--- src/rvl_pkg.sv ---
// shared widths, reset values, opcode and alu enums, and pipeline packets for the rv32 core
package rvl_pkg;

    localparam int XLEN       = 32;
    localparam int REG_ADDR_W = 5;

    // input queue, depth is also the source credit count after reset
    localparam int IBUF_DEPTH = 4;
    localparam int IBUF_PTR_W = $clog2(IBUF_DEPTH);
    localparam int IBUF_CNT_W = $clog2(IBUF_DEPTH + 1);

    localparam int RET_CREDITS = 2;
    localparam int RET_CNT_W   = $clog2(RET_CREDITS + 1);

    localparam logic [XLEN-1:0] RESET_PC = 32'h8000_0000;

    // major opcode field, inst[6:0]
    localparam logic [6:0] OPCODE_OP    = 7'b0110011;
    localparam logic [6:0] OPCODE_OPIMM = 7'b0010011;
    localparam logic [6:0] OPCODE_LUI   = 7'b0110111;

    typedef enum logic [1:0] {
        OPC_OP,
        OPC_OPIMM,
        OPC_LUI,
        OPC_ILLEGAL
    } opc_e;

    typedef enum logic [3:0] {
        ALU_ADD,
        ALU_SUB,
        ALU_AND,
        ALU_OR,
        ALU_XOR,
        ALU_SLL,
        ALU_SRL,
        ALU_SRA,
        ALU_SLT,
        ALU_SLTU,
        ALU_PASSB // lui result is operand b
    } alu_op_e;

    typedef struct packed {
        logic                  valid;
        logic [XLEN-1:0]       pc;
        alu_op_e               alu_op;
        logic [XLEN-1:0]       a;
        logic [XLEN-1:0]       b;
        logic [REG_ADDR_W-1:0] rd;
        logic                  wen;
        logic                  illegal;
    } dec_pkt_t;

    typedef struct packed {
        logic                  valid;
        logic [XLEN-1:0]       pc;
        logic [REG_ADDR_W-1:0] rd;
        logic                  wen;
        logic [XLEN-1:0]       result;
        logic                  illegal;
    } exe_pkt_t;

endpackage

--- src/rvl_wb_if.sv ---
// register write-back bus, driven by write-back and seen by the register file and decode
interface rvl_wb_if;
    import rvl_pkg::*;

    logic                  wen;   // one write per retire
    logic [REG_ADDR_W-1:0] waddr;
    logic [XLEN-1:0]       wdata;

    modport wb_mp (
        output wen,
        output waddr,
        output wdata
    );

    modport rf_mp (
        input wen,
        input waddr,
        input wdata
    );

    modport fwd_mp (
        input wen,
        input waddr,
        input wdata
    );

endinterface

--- src/inst_buf.sv ---
// input instruction queue, stamps pcs on accepted instructions and returns a credit per pop
module inst_buf (
    input  logic                     clk,
    input  logic                     rst_i,
    input  logic                     in_valid_i,
    input  logic [31:0]              in_inst_i,
    input  logic                     hold_i,
    output logic                     in_credit_o,
    output logic                     head_valid_o,
    output logic [31:0]              head_inst_o,
    output logic [rvl_pkg::XLEN-1:0] head_pc_o
);
    import rvl_pkg::*;

    localparam logic [IBUF_PTR_W-1:0] PTR_LAST = IBUF_PTR_W'(IBUF_DEPTH - 1);

    logic [31:0]           inst_mem_q [IBUF_DEPTH];
    logic [XLEN-1:0]       pc_mem_q   [IBUF_DEPTH];
    logic [IBUF_PTR_W-1:0] wr_ptr_q;
    logic [IBUF_PTR_W-1:0] rd_ptr_q;
    logic [IBUF_CNT_W-1:0] count_q;
    logic [XLEN-1:0]       next_pc_q;
    logic                  pop;

    assign head_valid_o = (count_q != '0);
    assign pop          = head_valid_o && !hold_i;
    assign in_credit_o  = pop; // one credit back per entry released

    assign head_inst_o = inst_mem_q[rd_ptr_q];
    assign head_pc_o   = pc_mem_q[rd_ptr_q];

    // payload storage
    always_ff @(posedge clk) begin
        if (in_valid_i) begin
            inst_mem_q[wr_ptr_q] <= in_inst_i;
            pc_mem_q[wr_ptr_q]   <= next_pc_q;
        end
    end

    always_ff @(posedge clk) begin
        if (rst_i) begin
            wr_ptr_q  <= '0;
            rd_ptr_q  <= '0;
            count_q   <= '0;
            next_pc_q <= RESET_PC;
        end else begin
            if (in_valid_i) begin
                wr_ptr_q  <= (wr_ptr_q == PTR_LAST) ? '0 : wr_ptr_q + 1'b1;
                next_pc_q <= next_pc_q + XLEN'(4);
            end
            if (pop) begin
                rd_ptr_q <= (rd_ptr_q == PTR_LAST) ? '0 : rd_ptr_q + 1'b1;
            end
            // source never writes without a credit, so no overflow
            count_q <= count_q + IBUF_CNT_W'(in_valid_i) - IBUF_CNT_W'(pop);
        end
    end

endmodule

--- src/reg_file.sv ---
// architectural register file, two async read ports and the write-back port
module reg_file (
    input  logic                           clk,
    input  logic                           rst_i,
    input  logic [rvl_pkg::REG_ADDR_W-1:0] rs1_addr_i,
    input  logic [rvl_pkg::REG_ADDR_W-1:0] rs2_addr_i,
    output logic [rvl_pkg::XLEN-1:0]       rs1_data_o,
    output logic [rvl_pkg::XLEN-1:0]       rs2_data_o,
    rvl_wb_if.rf_mp                        wb
);
    import rvl_pkg::*;

    localparam int NUM_REGS = 1 << REG_ADDR_W;

    logic [XLEN-1:0] regs_q [1:NUM_REGS-1]; // x0 has no storage

    assign rs1_data_o = (rs1_addr_i == '0) ? '0 : regs_q[rs1_addr_i];
    assign rs2_data_o = (rs2_addr_i == '0) ? '0 : regs_q[rs2_addr_i];

    always_ff @(posedge clk) begin
        if (rst_i) begin
            for (int i = 1; i < NUM_REGS; i++) begin
                regs_q[i] <= '0;
            end
        end else if (wb.wen && wb.waddr != '0) begin
            regs_q[wb.waddr] <= wb.wdata;
        end
    end

endmodule

--- src/id_stage.sv ---
// decode stage, builds alu operands with forwarding and registers the decoded packet
module id_stage (
    input  logic                           clk,
    input  logic                           rst_i,
    input  logic                           hold_i,
    input  logic                           head_valid_i,
    input  logic [31:0]                    head_inst_i,
    input  logic [rvl_pkg::XLEN-1:0]       head_pc_i,
    output logic [rvl_pkg::REG_ADDR_W-1:0] rs1_addr_o,
    output logic [rvl_pkg::REG_ADDR_W-1:0] rs2_addr_o,
    input  logic [rvl_pkg::XLEN-1:0]       rs1_data_i,
    input  logic [rvl_pkg::XLEN-1:0]       rs2_data_i,
    input  rvl_pkg::exe_pkt_t              ex_fwd_i,
    rvl_wb_if.fwd_mp                       wb_fwd,
    output rvl_pkg::dec_pkt_t              dec_o
);
    import rvl_pkg::*;

    opc_e                  opc;
    alu_op_e               alu_op;
    logic [2:0]            funct3;
    logic [REG_ADDR_W-1:0] rd;
    logic [XLEN-1:0]       rs1_val;
    logic [XLEN-1:0]       rs2_val;
    logic [XLEN-1:0]       imm;
    logic                  use_rs1;
    logic                  use_rs2;
    dec_pkt_t              dec_d;
    dec_pkt_t              dec_q;
    logic [REG_ADDR_W-1:0] rs1_q;
    logic [REG_ADDR_W-1:0] rs2_q;
    logic                  use_rs1_q;
    logic                  use_rs2_q;

    assign funct3     = head_inst_i[14:12];
    assign rd         = head_inst_i[11:7];
    assign rs1_addr_o = head_inst_i[19:15];
    assign rs2_addr_o = head_inst_i[24:20];

    // write-back bypass at read time, the ex bypass is applied at the output
    assign rs1_val = (rs1_addr_o == '0) ? '0 :
                     (wb_fwd.wen && wb_fwd.waddr == rs1_addr_o) ? wb_fwd.wdata : rs1_data_i;
    assign rs2_val = (rs2_addr_o == '0) ? '0 :
                     (wb_fwd.wen && wb_fwd.waddr == rs2_addr_o) ? wb_fwd.wdata : rs2_data_i;

    always_comb begin
        case (head_inst_i[6:0])
            OPCODE_OP:    opc = OPC_OP;
            OPCODE_OPIMM: opc = OPC_OPIMM;
            OPCODE_LUI:   opc = OPC_LUI;
            default:      opc = OPC_ILLEGAL;
        endcase

        case (funct3)
            3'b000:  alu_op = (opc == OPC_OP && head_inst_i[30]) ? ALU_SUB : ALU_ADD;
            3'b001:  alu_op = ALU_SLL;
            3'b010:  alu_op = ALU_SLT;
            3'b011:  alu_op = ALU_SLTU;
            3'b100:  alu_op = ALU_XOR;
            3'b101:  alu_op = head_inst_i[30] ? ALU_SRA : ALU_SRL;
            3'b110:  alu_op = ALU_OR;
            default: alu_op = ALU_AND;
        endcase
        if (opc == OPC_LUI) alu_op = ALU_PASSB;
        if (opc == OPC_ILLEGAL) alu_op = ALU_ADD;

        if (opc == OPC_LUI) begin
            imm = {head_inst_i[31:12], {(XLEN-20){1'b0}}};
        end else if (funct3 == 3'b001 || funct3 == 3'b101) begin
            imm = {{(XLEN-5){1'b0}}, head_inst_i[24:20]}; // shamt only
        end else begin
            imm = {{(XLEN-12){head_inst_i[31]}}, head_inst_i[31:20]};
        end

        use_rs1 = (opc == OPC_OP) || (opc == OPC_OPIMM);
        use_rs2 = (opc == OPC_OP);

        dec_d         = '0;
        dec_d.valid   = head_valid_i;
        dec_d.pc      = head_pc_i;
        dec_d.alu_op  = alu_op;
        dec_d.a       = use_rs1 ? rs1_val : '0;
        dec_d.b       = use_rs2 ? rs2_val : imm;
        dec_d.rd      = rd;
        dec_d.wen     = (opc != OPC_ILLEGAL) && (rd != '0);
        dec_d.illegal = (opc == OPC_ILLEGAL);
    end

    always_ff @(posedge clk) begin
        if (rst_i) begin
            dec_q     <= '0;
            use_rs1_q <= 1'b0;
            use_rs2_q <= 1'b0;
        end else if (!hold_i) begin
            dec_q     <= dec_d;
            use_rs1_q <= use_rs1;
            use_rs2_q <= use_rs2;
        end
    end

    always_ff @(posedge clk) begin
        if (!hold_i) begin
            rs1_q <= rs1_addr_o;
            rs2_q <= rs2_addr_o;
        end
    end

    // the instruction now in ex is the youngest writer, it wins over the latched value
    always_comb begin
        dec_o = dec_q;
        if (use_rs1_q && ex_fwd_i.valid && ex_fwd_i.wen && ex_fwd_i.rd == rs1_q) begin
            dec_o.a = ex_fwd_i.result;
        end
        if (use_rs2_q && ex_fwd_i.valid && ex_fwd_i.wen && ex_fwd_i.rd == rs2_q) begin
            dec_o.b = ex_fwd_i.result;
        end
    end

endmodule

--- src/ex_stage.sv ---
// execute stage, alu on the decoded packet and the execute packet register
module ex_stage (
    input  logic              clk,
    input  logic              rst_i,
    input  logic              hold_i,
    input  rvl_pkg::dec_pkt_t dec_i,
    output rvl_pkg::exe_pkt_t exe_o
);
    import rvl_pkg::*;

    logic [4:0]      shamt;
    logic [XLEN-1:0] alu_res;
    exe_pkt_t        exe_d;
    exe_pkt_t        exe_q;

    assign shamt = dec_i.b[4:0]; // rv32 shifts use 5 bits

    always_comb begin
        case (dec_i.alu_op)
            ALU_ADD:   alu_res = dec_i.a + dec_i.b;
            ALU_SUB:   alu_res = dec_i.a - dec_i.b;
            ALU_AND:   alu_res = dec_i.a & dec_i.b;
            ALU_OR:    alu_res = dec_i.a | dec_i.b;
            ALU_XOR:   alu_res = dec_i.a ^ dec_i.b;
            ALU_SLL:   alu_res = dec_i.a << shamt;
            ALU_SRL:   alu_res = dec_i.a >> shamt;
            ALU_SRA:   alu_res = $unsigned($signed(dec_i.a) >>> shamt);
            ALU_SLT:   alu_res = {{(XLEN-1){1'b0}}, $signed(dec_i.a) < $signed(dec_i.b)};
            ALU_SLTU:  alu_res = {{(XLEN-1){1'b0}}, dec_i.a < dec_i.b};
            ALU_PASSB: alu_res = dec_i.b;
            default:   alu_res = '0;
        endcase
    end

    always_comb begin
        exe_d.valid   = dec_i.valid;
        exe_d.pc      = dec_i.pc;
        exe_d.rd      = dec_i.rd;
        exe_d.wen     = dec_i.wen;
        exe_d.result  = alu_res;
        exe_d.illegal = dec_i.illegal;
    end

    always_ff @(posedge clk) begin
        if (rst_i) begin
            exe_q <= '0;
        end else if (!hold_i) begin
            exe_q <= exe_d;
        end
    end

    assign exe_o = exe_q;

endmodule

--- src/wb_stage.sv ---
// write-back and retire, owns the retire credit count and stalls the pipe without a credit
module wb_stage (
    input  logic                           clk,
    input  logic                           rst_i,
    input  rvl_pkg::exe_pkt_t              exe_i,
    input  logic                           ret_credit_i,
    output logic                           hold_o,
    rvl_wb_if.wb_mp                        wb,
    output logic                           ret_valid_o,
    output logic [rvl_pkg::XLEN-1:0]       ret_pc_o,
    output logic [rvl_pkg::REG_ADDR_W-1:0] ret_rd_o,
    output logic                           ret_wen_o,
    output logic [rvl_pkg::XLEN-1:0]       ret_wdata_o,
    output logic                           ret_illegal_o
);
    import rvl_pkg::*;

    logic [RET_CNT_W-1:0] credit_q;
    logic                 credit_ok;
    logic                 retire;

    // a credit returned this cycle can be spent this cycle
    assign credit_ok = (credit_q != '0) || ret_credit_i;
    assign retire    = exe_i.valid && credit_ok;
    assign hold_o    = exe_i.valid && !credit_ok;

    assign ret_valid_o   = retire;
    assign ret_pc_o      = exe_i.pc;
    assign ret_rd_o      = exe_i.rd;
    assign ret_wen_o     = retire && exe_i.wen; // illegal and x0 never write
    assign ret_wdata_o   = exe_i.result;
    assign ret_illegal_o = exe_i.illegal;

    assign wb.wen   = ret_wen_o;
    assign wb.waddr = exe_i.rd;
    assign wb.wdata = exe_i.result;

    always_ff @(posedge clk) begin
        if (rst_i) begin
            credit_q <= RET_CNT_W'(RET_CREDITS);
        end else begin
            credit_q <= credit_q + RET_CNT_W'(ret_credit_i) - RET_CNT_W'(retire);
        end
    end

endmodule

--- src/rvl_core_top.sv ---
// top of the rv32 integer pipeline, credit ports on both sides of buffer, decode, execute, retire
module rvl_core_top (
    input  logic                           clk,
    input  logic                           rst_i,
    input  logic                           in_valid_i,
    input  logic [31:0]                    in_inst_i,
    output logic                           in_credit_o,
    output logic                           ret_valid_o,
    output logic [rvl_pkg::XLEN-1:0]       ret_pc_o,
    output logic [rvl_pkg::REG_ADDR_W-1:0] ret_rd_o,
    output logic                           ret_wen_o,
    output logic [rvl_pkg::XLEN-1:0]       ret_wdata_o,
    output logic                           ret_illegal_o,
    input  logic                           ret_credit_i
);
    import rvl_pkg::*;

    logic                  hold;     // global stall from retire
    logic                  head_valid;
    logic [31:0]           head_inst;
    logic [XLEN-1:0]       head_pc;
    logic [REG_ADDR_W-1:0] rs1_addr;
    logic [REG_ADDR_W-1:0] rs2_addr;
    logic [XLEN-1:0]       rs1_data;
    logic [XLEN-1:0]       rs2_data;
    dec_pkt_t              dec_pkt;
    exe_pkt_t              exe_pkt;

    rvl_wb_if u_wb_if ();

    inst_buf u_inst_buf (
        .clk          (clk),
        .rst_i        (rst_i),
        .in_valid_i   (in_valid_i),
        .in_inst_i    (in_inst_i),
        .hold_i       (hold),
        .in_credit_o  (in_credit_o),
        .head_valid_o (head_valid),
        .head_inst_o  (head_inst),
        .head_pc_o    (head_pc)
    );

    id_stage u_id_stage (
        .clk          (clk),
        .rst_i        (rst_i),
        .hold_i       (hold),
        .head_valid_i (head_valid),
        .head_inst_i  (head_inst),
        .head_pc_i    (head_pc),
        .rs1_addr_o   (rs1_addr),
        .rs2_addr_o   (rs2_addr),
        .rs1_data_i   (rs1_data),
        .rs2_data_i   (rs2_data),
        .ex_fwd_i     (exe_pkt),  // registered ex result
        .wb_fwd       (u_wb_if.fwd_mp),
        .dec_o        (dec_pkt)
    );

    reg_file u_reg_file (
        .clk        (clk),
        .rst_i      (rst_i),
        .rs1_addr_i (rs1_addr),
        .rs2_addr_i (rs2_addr),
        .rs1_data_o (rs1_data),
        .rs2_data_o (rs2_data),
        .wb         (u_wb_if.rf_mp)
    );

    ex_stage u_ex_stage (
        .clk    (clk),
        .rst_i  (rst_i),
        .hold_i (hold),
        .dec_i  (dec_pkt),
        .exe_o  (exe_pkt)
    );

    wb_stage u_wb_stage (
        .clk           (clk),
        .rst_i         (rst_i),
        .exe_i         (exe_pkt),
        .ret_credit_i  (ret_credit_i),
        .hold_o        (hold),
        .wb            (u_wb_if.wb_mp),
        .ret_valid_o   (ret_valid_o),
        .ret_pc_o      (ret_pc_o),
        .ret_rd_o      (ret_rd_o),
        .ret_wen_o     (ret_wen_o),
        .ret_wdata_o   (ret_wdata_o),
        .ret_illegal_o (ret_illegal_o)
    );

endmodule

--- config.mk ---
export PLATFORM = sky130hd
export DESIGN_NAME = rvl_core_top
export DESIGN_NICKNAME = d
export VERILOG_FILES = /design/src/rvl_pkg.sv /design/src/rvl_wb_if.sv /design/src/inst_buf.sv /design/src/reg_file.sv /design/src/id_stage.sv /design/src/ex_stage.sv /design/src/wb_stage.sv /design/src/rvl_core_top.sv
export SDC_FILE = /design/constraint.sdc
export NUM_CORES = 2
export LEC_CHECK = 0
export ABC_AREA = 1
export BUFFER_PORTS_ARGS = -buffer_cell sky130_fd_sc_hd__buf_2
export CAP_MARGIN = 5
export CELL_PAD_IN_SITES_DETAIL_PLACEMENT = 1
export CELL_PAD_IN_SITES_GLOBAL_PLACEMENT = 2
export CORE_ASPECT_RATIO = 0.8
export CORE_MARGIN = 2
export CORE_UTILIZATION = 35
export DETAILED_ROUTE_END_ITERATION = 7
export HOLD_SLACK_MARGIN = 0.15
export PLACE_DENSITY = 0.81
export SKIP_CTS_REPAIR_TIMING = 1
export SLEW_MARGIN = 20
export SYNTH_ARGS = -nofsm -noshare
export SYNTH_HDL_FRONTEND = slang
export SYNTH_SLANG_ARGS = --single-unit
export TNS_END_PERCENT = 20
--- constraint.sdc ---
create_clock -name clk -period 5.7 [get_ports clk]
set_clock_uncertainty 0.15 [all_clocks]
set_input_delay 1.425 -clock clk [delete_from_list [all_inputs] [get_ports clk]]
set_output_delay 1.425 -clock clk [all_outputs]
set_load 0.02 [all_outputs]
# --- Yosys cells after proc, flatten, opt, wreduce, memory -nomap -nowiden ---
# Memory sizes are Yosys's and may differ from the RTL's. A register that Yosys moved wholly into a read port is not among the register bits.
# Index checks and enable logic that the tools add are counted.
word_totals:
  ff_bits: 201
  latchBits: 0
  ramBits: 1248
  romBits: 0
  inputBits: 36
  out_inout_bits: 73
  word_cells: 133
  n_memories: 3
memory_table:
  columns: ["memory", "depth", "width", "rd", "rd_ports_with_merged_regs", "write_ports", "line", "rtl"]
  rows:
  - ["u_reg_file.regs_q", 31, 32, 2, 0, 31, "reg_file.sv:15", "logic [XLEN-1:0] regs_q [1:NUM_REGS-1];"]
  - ["u_inst_buf.inst_mem_q", 4, 32, 1, 1, 1, "inst_buf.sv:17", "logic [31:0] inst_mem_q [IBUF_DEPTH];"]
  - ["u_inst_buf.pc_mem_q", 4, 32, 1, 1, 1, "inst_buf.sv:18", "logic [XLEN-1:0] pc_mem_q [IBUF_DEPTH];"]
classes:
  addsub: 9
  mul: 0
  div: 0
  magnitude_cmp: 2
  n_eq_ne: 29
  shifts: 3
  n_mux: 31
  bitwise: 3
  reduce_logical: 31
ops:
  columns: ["cell", "n"]
  rows:
  - ["two-way mux 32 bit", 11]
  - ["one-hot mux 32 bit (11 select lines)", 1]
  - ["< comparator 32 bit", 2]
  - ["adder 32 x 3 -> 32 bit (second input constant)", 1]
  - ["adder 32 bit", 1]
  - ["AND 32 bit", 1]
  - ["OR 32 bit", 1]
  - ["OR reduction 32 bit", 1]
  - ["left shift 32 x 5 -> 32 bit", 1]
  - [">> shifter 32 x 5 -> 32 bit", 1]
  - [">>> shifter 32 x 5 -> 32 bit", 1]
  - ["subtractor 32 bit", 1]
  - ["bitwise XOR 32 bit", 1]
  - ["one-hot mux 4 bit (7 select lines)", 1]
  - ["== test 5 bit", 4]
  - ["== test 4 x 3 -> 1 bit (second input constant)", 4]
  - ["logical AND 1 bit", 15]
  - ["== test 7 x 6 -> 1 bit (second input constant)", 2]
  - ["== test 4 bit (second input constant)", 3]
  - ["logical NOT 5 bit", 2]
  - ["two-way mux 1 bit", 10]
  - ["nonzero test 5 bit", 2]
  - ["== test 3 bit (second input constant)", 3]
  - ["== test 2 bit (second input constant)", 4]
  - ["other kinds (23)", 34]

# --- Logic depth before layout (Yosys ltp) ---
depth:
  ltp_word: 10
  depth_mapped: 31
  depth_no_buf: 27

# --- Cells and area by module ---
# A second synthesis with hierarchy kept.
unflattened:
  cells_unflattened: 11964
  area_unflattened_um2: 89133.0
modules_own_cells:
  columns: ["mod", "n_inst", "cells_per_inst", "area_per_inst_um2", "seq_area_each_um2"]
  rows:
  - ["reg_file", 1, 7253, 56573.0, 30749.5]
  - ["ex_stage", 1, 2504, 12884.9, 1441.4]
  - ["inst_buf", 1, 915, 11203.2, 8227.9]
  - ["id_stage", 1, 1158, 7507.2, 2502.4]
  - ["wb_stage", 1, 134, 964.7, 40.0]

# --- Worst setup path after synthesis ---
# OpenSTA, ideal clock, no wires.
synth_timing:
  path_type: "input port to flip-flop"
  startpoint: "input port ret_credit_i"
  endpoint: "memory u_reg_file.regs_q[11][0] (enable)"
  setup_ps: 389
  t_arrival_ps: 4047
  required_ps: 5161
  path_slack_ps: 1113
  cell_stages: 9
  path_buffers: 1
  cell_sequence: "nor2_1 a21oi_1 nand2_1 inv_1 nand3_1 nor3_1 nand2_1 clkbuf_1 nand2_1"
synth_rtl:
  columns: ["element", "line", "rtl"]
  rows:
  - ["start, declared", "rvl_core_top.sv:14", "input logic ret_credit_i"]
  - ["end, declared", "reg_file.sv:15", null]

# --- Worst setup path after layout ---
layout_timing:
  startpoint: "register u_ex_stage.exe_q (netlist bit u_ex_stage.exe_o[37])"
  endpoint: "register u_ex_stage.exe_q (netlist bit u_ex_stage.exe_o[22])"
layout_via:
  elab_chain_cells: 5
  elab_cells_between_ends: 15
  cone_classes: "2 x add/sub; 2 x eq/ne; 3 x shift; 3 x mux; 3 x bitwise; 2 x reduce/logical"
layout_rtl:
  columns: ["element", "line", "rtl"]
  rows:
  - ["start, declared", "ex_stage.sv:14", "exe_pkt_t exe_q;"]
  - ["start signal, assigned", "ex_stage.sv:46", "exe_q <= '0;"]
  - ["start signal, assigned", "ex_stage.sv:48", "exe_q <= exe_d;"]
  - ["== test 5 bit (on tied branches)", "id_stage.sv:111, id_stage.sv:114", null]
  - ["logical AND 1 bit (on tied branches)", "id_stage.sv:111, id_stage.sv:114", null]
  - ["two-way mux 32 bit (on tied branches)", "id_stage.sv:111, id_stage.sv:114", null]
  - ["subtractor 32 bit, or another cell as far along", "ex_stage.sv:21", "ALU_SUB: alu_res = dec_i.a - dec_i.b;"]
  - ["one-hot mux 32 bit (11 select lines) *", "ex_stage.sv:19", "case (dec_i.alu_op)"]
# Every way passes the cells marked *; elsewhere a longest branch is shown, timed or not.
# A chain may end at the register's enable or synchronous reset.

==> flow_summary.toml <==
[detailed_routing]
vias = 80550
routed_wl_mm = 384
viasPerCell = 6.00
first_pass_iters = 6
drt_iter0_drc = 9738
drc = 0
antenna_left = 0
routedWlPerCell_um = 28.6

[floorplanning]
core-area_um2 = 240000
ios = 109
start_util_pct = 35.1
rows = 161
dieArea_um2 = 245000
die_y_um = 443
fp.dieW_um = 553

[final_layout]
final_cells = 13428
syn2layout_area_growth_pct = 11.4
drive_gt1_share_pct = 8.26
nNetsFinal = 10272
antenna_cells = 0
fillerInstances = 28403

[outcome]
status = "completed"

[synthesis]
netlist_area_um2 = 84400
synth_top_area_share_pct = 45.6
netlist_top_cells_area = "edfxtp_1 (46%), nand2_1 (9.0%), nor2_1 (7.9%), nand3_1 (6.1%), o21ai_0 (5.4%)"
ys_warn_count = 0
synth_enable_flop_cells = 1282
syn_area_per_cell_um2 = 8.11
synthMostInstantiatedCell = "nand2_1"
ys_types = 62
synth-seq-cells = 1501
yosysTopAreaCell = "edfxtp_1"
synthFlopType = "edfxtp_1"
synthTopCellsByCount = "nand2_1 (2024), nor2_1 (1784), edfxtp_1 (1282), nand3_1 (1036), o21ai_0 (908)"
syn-instance-count = 10401
seq_area_frac_synth_pct = 50.8
ys_async_sr_fraction_pct = 0

[timing]
tightest_slew_ns = 1.15
relSlewSlack_pct = 23.2
finalHoldViolCount = 0
holdWs_ns = 0.319
fmax_ghz = 0.184
report.final.setup_viol = 0
fin_crit_sh_pct = 95.1
worst_slack_ns = 0.277
slew_violations = 0
grt_setup_unrepaired = "false"
fin_setup_tns_ns = 0
min_period_ns = 5.42

[worst_setup_path]
ff2ff_setup_slack_ns = 0.28
reg2reg_depth = 19
required_ns = 6.23
endpoint_kind = "flip-flop"
path_class = "flip-flop to flip-flop"
path_max_fanout = 22
r2r-start = "u_ex_stage.exe_o[37]$_SDFFE_PP0N_"
critPathArrivalTime_ns = 5.96
start_kind = "flip-flop"
crit-reg2reg-capture = "u_ex_stage.exe_o[22]$_SDFFE_PP0N_"

[grt]
grt_pass1_vias = 80294
grtUsageTotal_pct = 30.4
grt_pass1_wl_mm = 556
grt_max_degree = 135
antenna_found_initial = 17
overflow = 0

[worst_hold_path]
min_path_cells = 2
holdPathEnd = "u_id_stage.dec_q[53]$_SDFFE_PP0N_"
hold_class = "flip-flop to flip-flop"
min_from = "u_id_stage.dec_q[53]$_SDFFE_PP0N_"

[power]
p_per_area_nw_per_um2 = 576
peakVddDrop_mv = 0.565
fin_total_pwr_mw = 54.1
power.leakage_nw = 35.3

[placement]
dp_slack_ns = 0.513
dp.cells = 13126
dpl.hpwl_mm = 253
io_buffers = 106
routabilityCongestion = 0.962

[clocking]
insertion_delay_ns = 0.87
cts_buffers = 170
path_clk_slew_ns = 0.07
htreeDepth = 4
cts_tree = "yes"
cts_buffer_depth = 4
ctsRootBufferMaster = "clkbuf_16"
clock-sinks = 1501

[job]
cap_violations = 0
metrics by stage:
step                cell area (um^2)  util, %
CTS                            94000     39.1
global placement               88600     36.9
detailed placement             88600     36.9
global route                   94000     39.1
finish                         94000     39.1
floorplan                      84500        -
routing by layer:
metal | global-route usage [%] | part of all wire, %
met1 | 45.1 | 45
met2 | 44.5 | 42
met3 | 4.67 | 9.1
met4 | 10.6 | 3.6
met5 | 0 | 0.015
how the worst max path moves through the flow:
stage / startpoint / to / slack (ns) / cells past startpoint
finish: u_ex_stage.exe_o[37]$_SDFFE_PP0N_ / u_ex_stage.exe_o[22]$_SDFFE_PP0N_ / 0.28 / 19
CTS: u_ex_stage.exe_o[37]$_SDFFE_PP0N_ / u_ex_stage.exe_o[19]$_SDFFE_PP0N_ / 0.48 / 23
global placement: u_ex_stage.exe_o[37]$_SDFFE_PP0N_ / u_ex_stage.exe_o[31]$_SDFFE_PP0N_ / 0.65 / 19
global route: u_ex_stage.exe_o[37]$_SDFFE_PP0N_ / u_ex_stage.exe_o[30]$_SDFFE_PP0N_ / 0.06 / 22
detailed placement: u_ex_stage.exe_o[37]$_SDFFE_PP0N_ / u_ex_stage.exe_o[19]$_SDFFE_PP0N_ / 0.51 / 23
floorplan: ret_credit_i / u_reg_file.regs_q[11][0]$_SDFFCE_PN0P_ / 1.11 / 9
worst max-delay path, stage by stage, from the launching register on:
cell and delay [ns]:
dfxtp_1 0.57, inv_4 0.12, nand2_1 0.08, nand2_1 0.07, nor2_2 0.20, nand3_2 0.22, buf_4 0.29, o21ai_0 0.40
inv_1 0.10, ha_1 0.51, inv_1 0.16, a21oi_1 0.25, a21boi_0 0.71, o21ai_0 0.52, nand2_1 0.24, nand4_1 0.12
nand3_1 0.14, nand3_1 0.11, o21ai_1 0.22, a21oi_1 0.09
power by group:
part / leakage (nW) / internal, mW / switching, mW
registers: 14.8 / 12.7 / 0.726
logic: 17.9 / 7.45 / 22.2
clock network: 2.62 / 6.28 / 4.77
total: 35.3 / 26.5 / 27.7
cells in the final DEF, fill, tap and decap left out, types with 22 or more instances in the layout:
cell type / Yosys / final
inv_1: 556 / 545
a31oi_1: 55 / 55
conb_1: 1 / 34
nor3_1: 55 / 54
nand4_1: 57 / 57
o21ai_1: 22 / 22
o211ai_1: 269 / 269
ha_1: 113 / 113
edfxtp_1: 1282 / 1282
clkinv_2: 1 / 33
o21ai_0: 908 / 906
nor2_1: 1784 / 1782
dfxtp_1: 219 / 217
buf_12: 0 / 62
o22ai_1: 91 / 91
clkbuf_1: 683 / 35
or2_2: 41 / 41
buf_2: 88 / 105
clkinv_1: 6 / 35
nand2_2: 3 / 49
nand2_1: 2024 / 1971
o221ai_1: 91 / 91
clkbuf_16: 0 / 174
buf_4: 79 / 265
a21oi_1: 583 / 582
nand3_1: 1036 / 1031
nor4_1: 29 / 29
o2111ai_1: 43 / 43
cell type report:
class,instances,area [um^2],area share (%)
timing repair buffer,432,3760,4.00
multi-input combinational,7434,35800,38.1
sequential,1501,42900,45.6
tap,3178,3980,4.23
clock inverter,88,802,0.854
inverter,581,2240,2.38
clock buffer,214,4550,4.85
kinds of logic (layout without fill, tap and decap cells):
family | count (synthesis) | after routing | synth area share, %
buffers and inverters | 1499 | 1315 | 7.25
xor gates and xnor gates | 13 | 13 | 0.135
and+or+nand+nor | 5080 | 5080 | 24.9
DFF | 1501 | 1501 | 50.8
other | 1 | 34 | 0.00444
AOI/OAI and AO/OA | 2191 | 2191 | 15.1
adders and majority gates | 116 | 116 | 1.75
registers in the layout, indices dropped and copies added, names as in the netlist, named ones only:
register and count:
u_ex_stage.exe_o 70, u_inst_buf.wr_ptr_q 2, u_inst_buf.next_pc_q 30, u_inst_buf.rd_ptr_q 2, u_id_stage.rs1_q 5, u_id_stage.use_rs1_q 1
u_id_stage.use_rs2_q 1, u_id_stage.dec_q 64, u_id_stage.dec_o 42, u_wb_stage.credit_q 2, u_inst_buf.inst_mem_q 128, u_reg_file.regs_q 1024
u_inst_buf.count_q 3, u_id_stage.rs2_q 5, u_inst_buf.pc_mem_q 120
Power figures use the tool's default switching activity.
